--- config.mk ---
export PLATFORM = sky130hd
export DESIGN_NAME = uart_echo_top
export DESIGN_NICKNAME = d
export VERILOG_FILES = /design/src/common/uart_pkg.sv /design/src/common/echo_pkg.sv /design/src/uart/uart_rx.sv /design/src/uart/uart_tx.sv /design/src/logic/sync_fifo.sv /design/src/logic/echo_core.sv /design/src/logic/uart_echo_top.sv
export VERILOG_INCLUDE_DIRS = /design/src /design/src/common
export SDC_FILE = /design/constraint.sdc
export NUM_CORES = 1
export LEC_CHECK = 0
export CORE_AREA = 4 4 104 106
export CTS_CLUSTER_DIAMETER = 50
export DETAILED_ROUTE_END_ITERATION = 8
export DIE_AREA = 0 0 108 110
export DONT_BUFFER_PORTS = 1
export HOLD_SLACK_MARGIN = 0.03
export PLACE_DENSITY_LB_ADDON = 0.1
export SLEW_MARGIN = 20
export SYNTH_ARGS = -nofsm -noshare
export SYNTH_HDL_FRONTEND = slang
export SYNTH_SLANG_ARGS = --single-unit
--- constraint.sdc ---
create_clock -name clk -period 2.9 [get_ports clk]
set_input_delay 0.145 -clock clk [delete_from_list [all_inputs] [get_ports clk]]
set_output_delay 0.145 -clock clk [all_outputs]
set_load 0.01 [all_outputs]
--- src/common/uart_macros.svh ---
`ifndef UART_MACROS_SVH
`define UART_MACROS_SVH

// System clock rate in Hz
`define UART_CLOCK_FREQ 1600000

// Serial line rate in bits per second
`define UART_BAUD_RATE 100000

// Clock cycles per serial bit, 16 at the rates above
`define UART_CLKS_PER_BIT (`UART_CLOCK_FREQ / `UART_BAUD_RATE)

// Entries in each echo FIFO
`define ECHO_FIFO_DEPTH 4

`endif

--- src/common/uart_pkg.sv ---
package uart_pkg;

  // One character on the serial line
  typedef logic [7:0] uart_byte_t;

  // Receiver FSM
  typedef enum logic [1:0] {
    RX_IDLE,
    RX_START,
    RX_DATA,
    RX_STOP
  } rx_state_e;

  // Transmitter FSM
  typedef enum logic [1:0] {
    TX_IDLE,
    TX_START,
    TX_DATA,
    TX_STOP
  } tx_state_e;

endpackage

--- src/common/echo_pkg.sv ---
package echo_pkg;

  import uart_pkg::*;

  // One received character plus its framing status
  typedef struct packed {
    uart_byte_t data;
    logic       frame_err;
  } rx_beat_t;

  // Echoed in place of a character with a bad stop bit
  localparam uart_byte_t ECHO_SUBST_CHAR = 8'h3F;

endpackage

--- src/uart/uart_rx.sv ---
`include "uart_macros.svh"

module uart_rx
  import uart_pkg::*;
  import echo_pkg::*;
(
  input  logic     clk,
  input  logic     rst_n,
  input  logic     rx_pin,
  output logic     beat_valid,
  output rx_beat_t beat
);

  localparam int CLKS_PER_BIT = `UART_CLKS_PER_BIT;
  localparam int CNT_W = $clog2(CLKS_PER_BIT);
  localparam logic [CNT_W-1:0] BIT_LAST = CNT_W'(CLKS_PER_BIT - 1);
  localparam logic [CNT_W-1:0] HALF_LAST = CNT_W'(CLKS_PER_BIT / 2 - 1);

  // Two-stage synchronizer plus one delayed copy for edge detection
  logic rx_meta;
  logic rx_sync;
  logic rx_prev;

  rx_state_e        state;
  logic [CNT_W-1:0] sample_cnt;
  logic [2:0]       bit_idx;
  uart_byte_t       shift_reg;

  always_ff @(posedge clk) begin
    if (!rst_n) begin
      // Line idles high, so no false edge right out of reset
      rx_meta    <= 1'b1;
      rx_sync    <= 1'b1;
      rx_prev    <= 1'b1;
      state      <= RX_IDLE;
      sample_cnt <= '0;
      bit_idx    <= '0;
      beat_valid <= 1'b0;
    end else begin
      rx_meta    <= rx_pin;
      rx_sync    <= rx_meta;
      rx_prev    <= rx_sync;
      beat_valid <= 1'b0;
      sample_cnt <= sample_cnt + 1'b1;
      case (state)
        RX_IDLE: begin
          // Falling edge opens a frame
          if (rx_prev && !rx_sync) begin
            state      <= RX_START;
            sample_cnt <= '0;
          end
        end
        RX_START: begin
          // Mid-bit check, a high line here means it was only a glitch
          if (sample_cnt == HALF_LAST) begin
            sample_cnt <= '0;
            bit_idx    <= '0;
            state      <= rx_sync ? RX_IDLE : RX_DATA;
          end
        end
        RX_DATA: begin
          if (sample_cnt == BIT_LAST) begin
            sample_cnt <= '0;
            bit_idx    <= bit_idx + 1'b1;
            if (bit_idx == 3'd7) state <= RX_STOP;
          end
        end
        RX_STOP: begin
          // Beat goes out even with a bad stop bit, flagged as such
          if (sample_cnt == BIT_LAST) begin
            beat_valid <= 1'b1;
            state      <= RX_IDLE;
          end
        end
        default: state <= RX_IDLE;
      endcase
    end
  end

  // Payload path, LSB arrives first so shift toward bit 0
  always_ff @(posedge clk) begin
    if (state == RX_DATA && sample_cnt == BIT_LAST) begin
      shift_reg <= {rx_sync, shift_reg[7:1]};
    end
    if (state == RX_STOP && sample_cnt == BIT_LAST) begin
      beat.data      <= shift_reg;
      beat.frame_err <= !rx_sync;
    end
  end

endmodule

--- src/uart/uart_tx.sv ---
`include "uart_macros.svh"

module uart_tx
  import uart_pkg::*;
(
  input  logic       clk,
  input  logic       rst_n,
  input  logic       byte_valid,
  output logic       byte_ready,
  input  uart_byte_t tx_byte,
  output logic       tx_pin
);

  localparam int CLKS_PER_BIT = `UART_CLKS_PER_BIT;
  localparam int CNT_W = $clog2(CLKS_PER_BIT);
  localparam logic [CNT_W-1:0] BIT_LAST = CNT_W'(CLKS_PER_BIT - 1);

  tx_state_e        state;
  logic [CNT_W-1:0] bit_timer;
  logic [2:0]       bit_idx;
  uart_byte_t       shift_reg;

  // Only take a new byte once the previous stop bit is done
  assign byte_ready = (state == TX_IDLE);

  always_ff @(posedge clk) begin
    if (!rst_n) begin
      state     <= TX_IDLE;
      bit_timer <= '0;
      bit_idx   <= '0;
      tx_pin    <= 1'b1;
    end else begin
      bit_timer <= bit_timer + 1'b1;
      case (state)
        TX_IDLE: begin
          tx_pin <= 1'b1;
          if (byte_valid) begin
            // Start bit goes on the line right after the handshake
            state     <= TX_START;
            bit_timer <= '0;
            tx_pin    <= 1'b0;
          end
        end
        TX_START: begin
          if (bit_timer == BIT_LAST) begin
            state   <= TX_DATA;
            bit_idx <= '0;
            tx_pin  <= shift_reg[0];
          end
        end
        TX_DATA: begin
          if (bit_timer == BIT_LAST) begin
            bit_idx <= bit_idx + 1'b1;
            if (bit_idx == 3'd7) begin
              state  <= TX_STOP;
              tx_pin <= 1'b1;
            end else begin
              // Next bit is the one about to shift into position 0
              tx_pin <= shift_reg[1];
            end
          end
        end
        TX_STOP: begin
          if (bit_timer == BIT_LAST) state <= TX_IDLE;
        end
        default: state <= TX_IDLE;
      endcase
    end
  end

  // Byte capture and LSB-first shifting
  always_ff @(posedge clk) begin
    if (state == TX_IDLE && byte_valid) begin
      shift_reg <= tx_byte;
    end else if (state == TX_DATA && bit_timer == BIT_LAST) begin
      shift_reg <= shift_reg >> 1;
    end
  end

endmodule

--- src/logic/sync_fifo.sv ---
`include "uart_macros.svh"

module sync_fifo #(
  parameter type payload_t = logic [7:0],
  parameter int  DEPTH     = `ECHO_FIFO_DEPTH
) (
  input  logic     clk,
  input  logic     rst_n,
  input  logic     in_valid,
  output logic     in_ready,
  input  payload_t in_data,
  output logic     out_valid,
  input  logic     out_ready,
  output payload_t out_data
);

  localparam int PTR_W = (DEPTH > 1) ? $clog2(DEPTH) : 1;
  localparam int CNT_W = $clog2(DEPTH + 1);
  localparam logic [PTR_W-1:0] PTR_LAST = PTR_W'(DEPTH - 1);

  payload_t mem [DEPTH];

  logic [PTR_W-1:0] wr_ptr;
  logic [PTR_W-1:0] rd_ptr;
  logic [CNT_W-1:0] count;
  logic             push;
  logic             pop;

  assign in_ready  = (count != CNT_W'(DEPTH));
  assign out_valid = (count != '0);
  // First-word fall-through, head entry is always on the output
  assign out_data  = mem[rd_ptr];

  assign push = in_valid && in_ready;
  assign pop  = out_valid && out_ready;

  always_ff @(posedge clk) begin
    if (!rst_n) begin
      wr_ptr <= '0;
      rd_ptr <= '0;
      count  <= '0;
    end else begin
      // Pointers wrap explicitly so any depth works
      if (push) wr_ptr <= (wr_ptr == PTR_LAST) ? '0 : wr_ptr + 1'b1;
      if (pop) rd_ptr <= (rd_ptr == PTR_LAST) ? '0 : rd_ptr + 1'b1;
      if (push && !pop) count <= count + 1'b1;
      else if (pop && !push) count <= count - 1'b1;
    end
  end

  // Storage
  always_ff @(posedge clk) begin
    if (push) mem[wr_ptr] <= in_data;
  end

endmodule

--- src/logic/echo_core.sv ---
module echo_core
  import uart_pkg::*;
  import echo_pkg::*;
(
  input  logic       clk,
  input  logic       rst_n,
  input  logic       in_valid,
  output logic       in_ready,
  input  rx_beat_t   in_beat,
  output logic       out_valid,
  input  logic       out_ready,
  output uart_byte_t out_byte
);

  // Echo rule, a framing error wins over the case fold
  function automatic uart_byte_t echo_rule(input rx_beat_t b);
    if (b.frame_err) return ECHO_SUBST_CHAR;
    if (b.data >= 8'h61 && b.data <= 8'h7A) return b.data - 8'h20;
    return b.data;
  endfunction

  // Stage is free when empty or emptying this very cycle
  assign in_ready = !out_valid || out_ready;

  always_ff @(posedge clk) begin
    if (!rst_n) begin
      out_valid <= 1'b0;
    end else if (in_valid && in_ready) begin
      out_valid <= 1'b1;
    end else if (out_ready) begin
      out_valid <= 1'b0;
    end
  end

  // Result only loads on a transfer, holds steady while stalled
  always_ff @(posedge clk) begin
    if (in_valid && in_ready) begin
      out_byte <= echo_rule(in_beat);
    end
  end

endmodule

--- src/logic/uart_echo_top.sv ---
`include "uart_macros.svh"

module uart_echo_top
  import uart_pkg::*;
  import echo_pkg::*;
(
  input  logic clk,
  input  logic rst_n,
  input  logic rx_pin,
  output logic tx_pin
);

  // Receiver to receive FIFO
  logic       rx_beat_valid;
  rx_beat_t   rx_beat;

  // Receive FIFO to echo stage
  logic       core_in_valid;
  logic       core_in_ready;
  rx_beat_t   core_in_beat;

  // Echo stage to transmit FIFO
  logic       core_out_valid;
  logic       core_out_ready;
  uart_byte_t core_out_byte;

  // Transmit FIFO to transmitter
  logic       tx_byte_valid;
  logic       tx_byte_ready;
  uart_byte_t tx_byte;

  uart_rx u_uart_rx (
    .clk       (clk),
    .rst_n     (rst_n),
    .rx_pin    (rx_pin),
    .beat_valid(rx_beat_valid),
    .beat      (rx_beat)
  );

  // Receiver cannot stall, so the FIFO ready has no consumer
  sync_fifo #(
    .payload_t(rx_beat_t),
    .DEPTH    (`ECHO_FIFO_DEPTH)
  ) rx_fifo (
    .clk      (clk),
    .rst_n    (rst_n),
    .in_valid (rx_beat_valid),
    .in_ready (),
    .in_data  (rx_beat),
    .out_valid(core_in_valid),
    .out_ready(core_in_ready),
    .out_data (core_in_beat)
  );

  echo_core u_echo_core (
    .clk      (clk),
    .rst_n    (rst_n),
    .in_valid (core_in_valid),
    .in_ready (core_in_ready),
    .in_beat  (core_in_beat),
    .out_valid(core_out_valid),
    .out_ready(core_out_ready),
    .out_byte (core_out_byte)
  );

  sync_fifo #(
    .payload_t(uart_byte_t),
    .DEPTH    (`ECHO_FIFO_DEPTH)
  ) tx_fifo (
    .clk      (clk),
    .rst_n    (rst_n),
    .in_valid (core_out_valid),
    .in_ready (core_out_ready),
    .in_data  (core_out_byte),
    .out_valid(tx_byte_valid),
    .out_ready(tx_byte_ready),
    .out_data (tx_byte)
  );

  uart_tx u_uart_tx (
    .clk       (clk),
    .rst_n     (rst_n),
    .byte_valid(tx_byte_valid),
    .byte_ready(tx_byte_ready),
    .tx_byte   (tx_byte),
    .tx_pin    (tx_pin)
  );

endmodule

==> results.rst <==
.. list-table::
   :header-rows: 1

   * - Metric
     - Value
   * - Internal power contribution
     - approximately 4.7 mW
   * - Path type of the worst setup path
     - reg -> reg
   * - Remaining number of nets flagged by the antenna check after routing
     - 0
   * - Number of detailed-routing iterations run before antenna repair
     - 5
   * - CTS tree
     - yes
   * - Routed wire per std cell
     - between 15 and 20 um
   * - Count of standard-cell rows
     - 36
   * - Class of the tightest hold or removal check
     - in -> reg
   * - Share of layout cells above drive strength 1
     - 0.153
   * - Die X-Extent
     - approximately 110 um
   * - Amount of wire on met2 after detailed routing
     - 4380 um
   * - Overflow left after global routing
     - 0
   * - MaxCap Viol Count
     - 0
   * - Share of total power consumed by net switching
     - 0.280
   * - Final Hold Violating Endpoints
     - 0
   * - Max FFs per register
     - 36
   * - Number of global-route vias before repair
     - between 3,000 and 4,000
   * - Number of distinct library cell variants in the gate-level netlist after synthesis
     - 48
   * - Crit path capture type
     - flip-flop
   * - Routed length on met1
     - between 3000 and 4000 um
   * - Die Ht
     - 110 um
   * - Clock root buffer
     - sky130_fd_sc_hd__clkbuf_8
   * - Final Core Density
     - 0.670
   * - Number of I/O pins
     - 4
   * - Max VDD drop
     - 0.648 mV
   * - Wirelength, routed
     - 8640 um
   * - Slew at the pin closest to its max-slew limit
     - around 0.56 ns
   * - Type of origin of the critical path
     - flip-flop
   * - Placer's final routability congestion estimate
     - 0.763
   * - Worst Setup Slack, final
     - 0.638 ns
   * - Htree depth
     - 4
   * - Peak fanout along the critical path
     - 4
   * - Setup total negative slack
     - 0 ns
   * - Final setup viols
     - 0
   * - Total Routing Usage GR
     - 0.168
   * - Remaining max-slew budget at the tightest pin
     - 0.627
   * - Post-layout net count
     - 427
   * - Detailed Place HPWL
     - 5720 um
   * - Share of total power in sequential cells
     - 0.453
   * - Highest metal layer used by the detailed router
     - met4
   * - First-pass GRT wire length
     - 14,700 um
   * - Resized cells post-CTS
     - 0
   * - Arrival @ worst endpoint
     - 2.71 ns
   * - Biggest registers after layout
     - rx_fifo.mem x36, tx_fifo.mem x32, u_uart_rx.beat x9
   * - Post-Syn Area
     - ~5800 um^2
   * - Unrepaired setup endpoints after global routing
     - no
   * - Antenna violations before repair
     - 0
   * - Synthesized Nets
     - 412
   * - Minimum period implied by the final worst setup slack
     - 2.26 ns
   * - Iteration-0 DRC count of the detailed router
     - 221
   * - Post-Synthesis Cells
     - between 300 and 400
   * - Synth Flop Type
     - sky130_fd_sc_hd__edfxtp_1
   * - Clk sink count
     - 143
   * - Post-synthesis sequential element count
     - 143
   * - Leak Pwr
     - ~2.4 nW
   * - Area added between synthesis and finish
     - 13.0%
   * - Critical path data required time
     - 3.35 ns
   * - Final worst clock skew
     - 0.00642 ns
   * - Total of fill cells in the finished design
     - 690
   * - Mean instance size in the synthesized netlist
     - ~15 um^2
   * - Final period util
     - 0.780
   * - Biggest register
     - rx_fifo.mem
   * - TritonCTS buffer count
     - 17
   * - Clock transition time at the flip-flop clock pins of the worst setup and hold paths
     - 0.06 ns
   * - Total Die Area
     - 11,900 um^2
   * - Highest Clock Rate
     - 0.442 GHz
   * - P per Cell Area
     - 991 nW/um^2
   * - Logic gate share of total power
     - 0.221
   * - Fraction of registers with async set/reset
     - 0
   * - Initial core utilization
     - 0.593
   * - DRC violation count after routing
     - 0
   * - Clock network fraction of total power
     - 0.327
   * - Synth warn
     - 0
   * - Run status
     - finished, final reports clean
   * - Antenna fix cells
     - 0
   * - Overall via count from detail_route
     - 2,956
   * - Count of flip-flops with a built-in enable after synthesis
     - 101
   * - Post-CTS Setup Bufs
     - 0
   * - Pre-CTS setup slack
     - 0.668 ns
   * - Detailed-route vias per instance
     - approximately 5.5
   * - Worst-case clock buffer depth
     - 2
   * - Switch Pwr
     - approximately 1.8 mW
   * - Seq/Total Area, Yosys
     - 0.668
   * - Core area
     - 9770 um^2
   * - Latest clock arrival within the worst-skew pair
     - 0.52 ns
   * - Maximum number of pins on one net before global-route repair
     - 26
   * - Met3 wire length
     - approximately 260 um
   * - Buffers added on ports
     - 0
   * - Number of max-slew violations in the final report
     - 0
## routing by layer
metal	up-vias	GRT usage
li1	1458	-
met1	1451	0.197
met2	35	0.278
met3	12	0.0612
met4	0	0.0812
met5	-	0
## repair_timing
action                     4_1_cts  5_1_grt
setup endpoints to repair        0        0
hold buffers                     2        0
hold endpoints to repair        39        0
## metrics by stage
stage	std cells	area (um^2)	total power [mW]	hold WS, ns
5_1_grt	539	6550	6.90	0.256
3_5_place_dp	505	5940	4.40	0.220
2_1_floorplan	378	5800	4.07	0.246
4_1_cts	539	6550	6.56	0.215
6_report	539	6550	6.49	0.256
3_3_place_gp	505	5940	4.34	0.220
## area by class of cell
class,count,area [um^2],area share
Clock buffer,19,422,0.0644
Clock inverter,13,164,0.0250
Inverter,18,67.6,0.0103
Multi-Input combinational cell,207,1810,0.276
Sequential cell,143,3870,0.591
Tap cell,133,166,0.0254
Timing Repair Buffer,6,50.0,0.00764
## cells by family (layout without fill, tap and decap cells)
family | count (synthesis) | after routing | share of synthesized area
fa+ha+maj | 31 | 31 | 0.0695
mux | 34 | 34 | 0.100
xor+xnor | 8 | 8 | 0.0121
compound gates | 45 | 45 | 0.0520
simple gates | 89 | 89 | 0.0779
buf+inv | 28 | 56 | 0.0199
flops | 143 | 143 | 0.668
## critical path, stage by stage (launching register included)
cell and delay (ns):
sky130_fd_sc_hd__dfxtp_1 0.40, sky130_fd_sc_hd__inv_1 0.11, sky130_fd_sc_hd__ha_1 0.26, sky130_fd_sc_hd__o31ai_2 0.09, sky130_fd_sc_hd__ha_1 0.23, sky130_fd_sc_hd__inv_1 0.07
sky130_fd_sc_hd__fa_1 0.42, sky130_fd_sc_hd__xor2_1 0.15, sky130_fd_sc_hd__or3_1 0.31, sky130_fd_sc_hd__a21oi_1 0.14
## cell usage in the layout (no fill, tap or decap), types with 5 or more instances in the layout
cell type	netlist	final
sky130_fd_sc_hd__dfxtp_1	42	42
sky130_fd_sc_hd__and2_1	11	11
sky130_fd_sc_hd__ha_1	29	29
sky130_fd_sc_hd__or2_2	5	5
sky130_fd_sc_hd__clkinvlp_4	0	5
sky130_fd_sc_hd__o21ai_0	9	9
sky130_fd_sc_hd__mux2_2	7	7
sky130_fd_sc_hd__xor2_1	7	7
sky130_fd_sc_hd__edfxtp_1	101	101
sky130_fd_sc_hd__clkbuf_16	0	16
sky130_fd_sc_hd__nand2b_1	5	5
sky130_fd_sc_hd__and3_1	5	5
sky130_fd_sc_hd__nor2_1	31	31
sky130_fd_sc_hd__a21oi_1	12	12
sky130_fd_sc_hd__mux2i_1	10	10
sky130_fd_sc_hd__nor3_1	5	5
sky130_fd_sc_hd__nand2_1	8	8
sky130_fd_sc_hd__mux4_1	5	5
sky130_fd_sc_hd__mux4_2	12	12
sky130_fd_sc_hd__inv_1	17	17
sky130_fd_sc_hd__nand3_1	7	7
## cells in the mapped netlist (2+ instances only)
cell                         n  area share
sky130_fd_sc_hd__edfxtp_1  101        0.52
sky130_fd_sc_hd__dfxtp_1    42        0.15
sky130_fd_sc_hd__nor2_1     31       0.020
sky130_fd_sc_hd__ha_1       29       0.063
sky130_fd_sc_hd__inv_1      17       0.011
sky130_fd_sc_hd__a21oi_1    12       0.010
sky130_fd_sc_hd__mux4_2     12       0.047
sky130_fd_sc_hd__and2_1     11       0.012
sky130_fd_sc_hd__mux2i_1    10       0.017
sky130_fd_sc_hd__o21ai_0     9      0.0078
sky130_fd_sc_hd__nand2_1     8      0.0052
sky130_fd_sc_hd__clkbuf_1    7      0.0045
sky130_fd_sc_hd__mux2_2      7       0.014
sky130_fd_sc_hd__nand3_1     7      0.0060
sky130_fd_sc_hd__xor2_1      7       0.011
sky130_fd_sc_hd__and3_1      5      0.0054
sky130_fd_sc_hd__mux4_1      5       0.023
sky130_fd_sc_hd__nand2b_1    5      0.0054
sky130_fd_sc_hd__nor3_1      5      0.0043
sky130_fd_sc_hd__or2_2       5      0.0054
sky130_fd_sc_hd__a21o_1      4      0.0052
sky130_fd_sc_hd__a31oi_1     4      0.0043
sky130_fd_sc_hd__nand4_1     3      0.0032
sky130_fd_sc_hd__nor2b_1     3      0.0032
sky130_fd_sc_hd__a21boi_1    2      0.0026
sky130_fd_sc_hd__a22oi_1     2      0.0026
sky130_fd_sc_hd__buf_2       2      0.0017
sky130_fd_sc_hd__fa_1        2      0.0069
sky130_fd_sc_hd__or3_1       2      0.0022
## final timing paths
path,start,to,slack (ns),depth (start not counted)
setup reg to reg,u_uart_tx.state[0],tx_fifo.count[2],0.64,9
setup / recovery,u_uart_tx.state[0],tx_fifo.count[2],0.64,9
hold reg to reg,u_uart_rx.rx_meta,u_uart_rx.rx_sync,0.42,1
hold / removal,rx_pin,u_uart_rx.rx_meta,0.26,2
## power groups by stage
stage	Combinational, mW	Clock [mW]	Sequential, mW
2_1_floorplan	1.23	0	2.83
3_3_place_gp	1.37	0	2.97
3_5_place_dp	1.42	0	2.99
4_1_cts	1.45	2.17	2.95
5_1_grt	1.62	2.28	2.99
6_report	1.43	2.12	2.94
(Power assumes the default switching activity.)
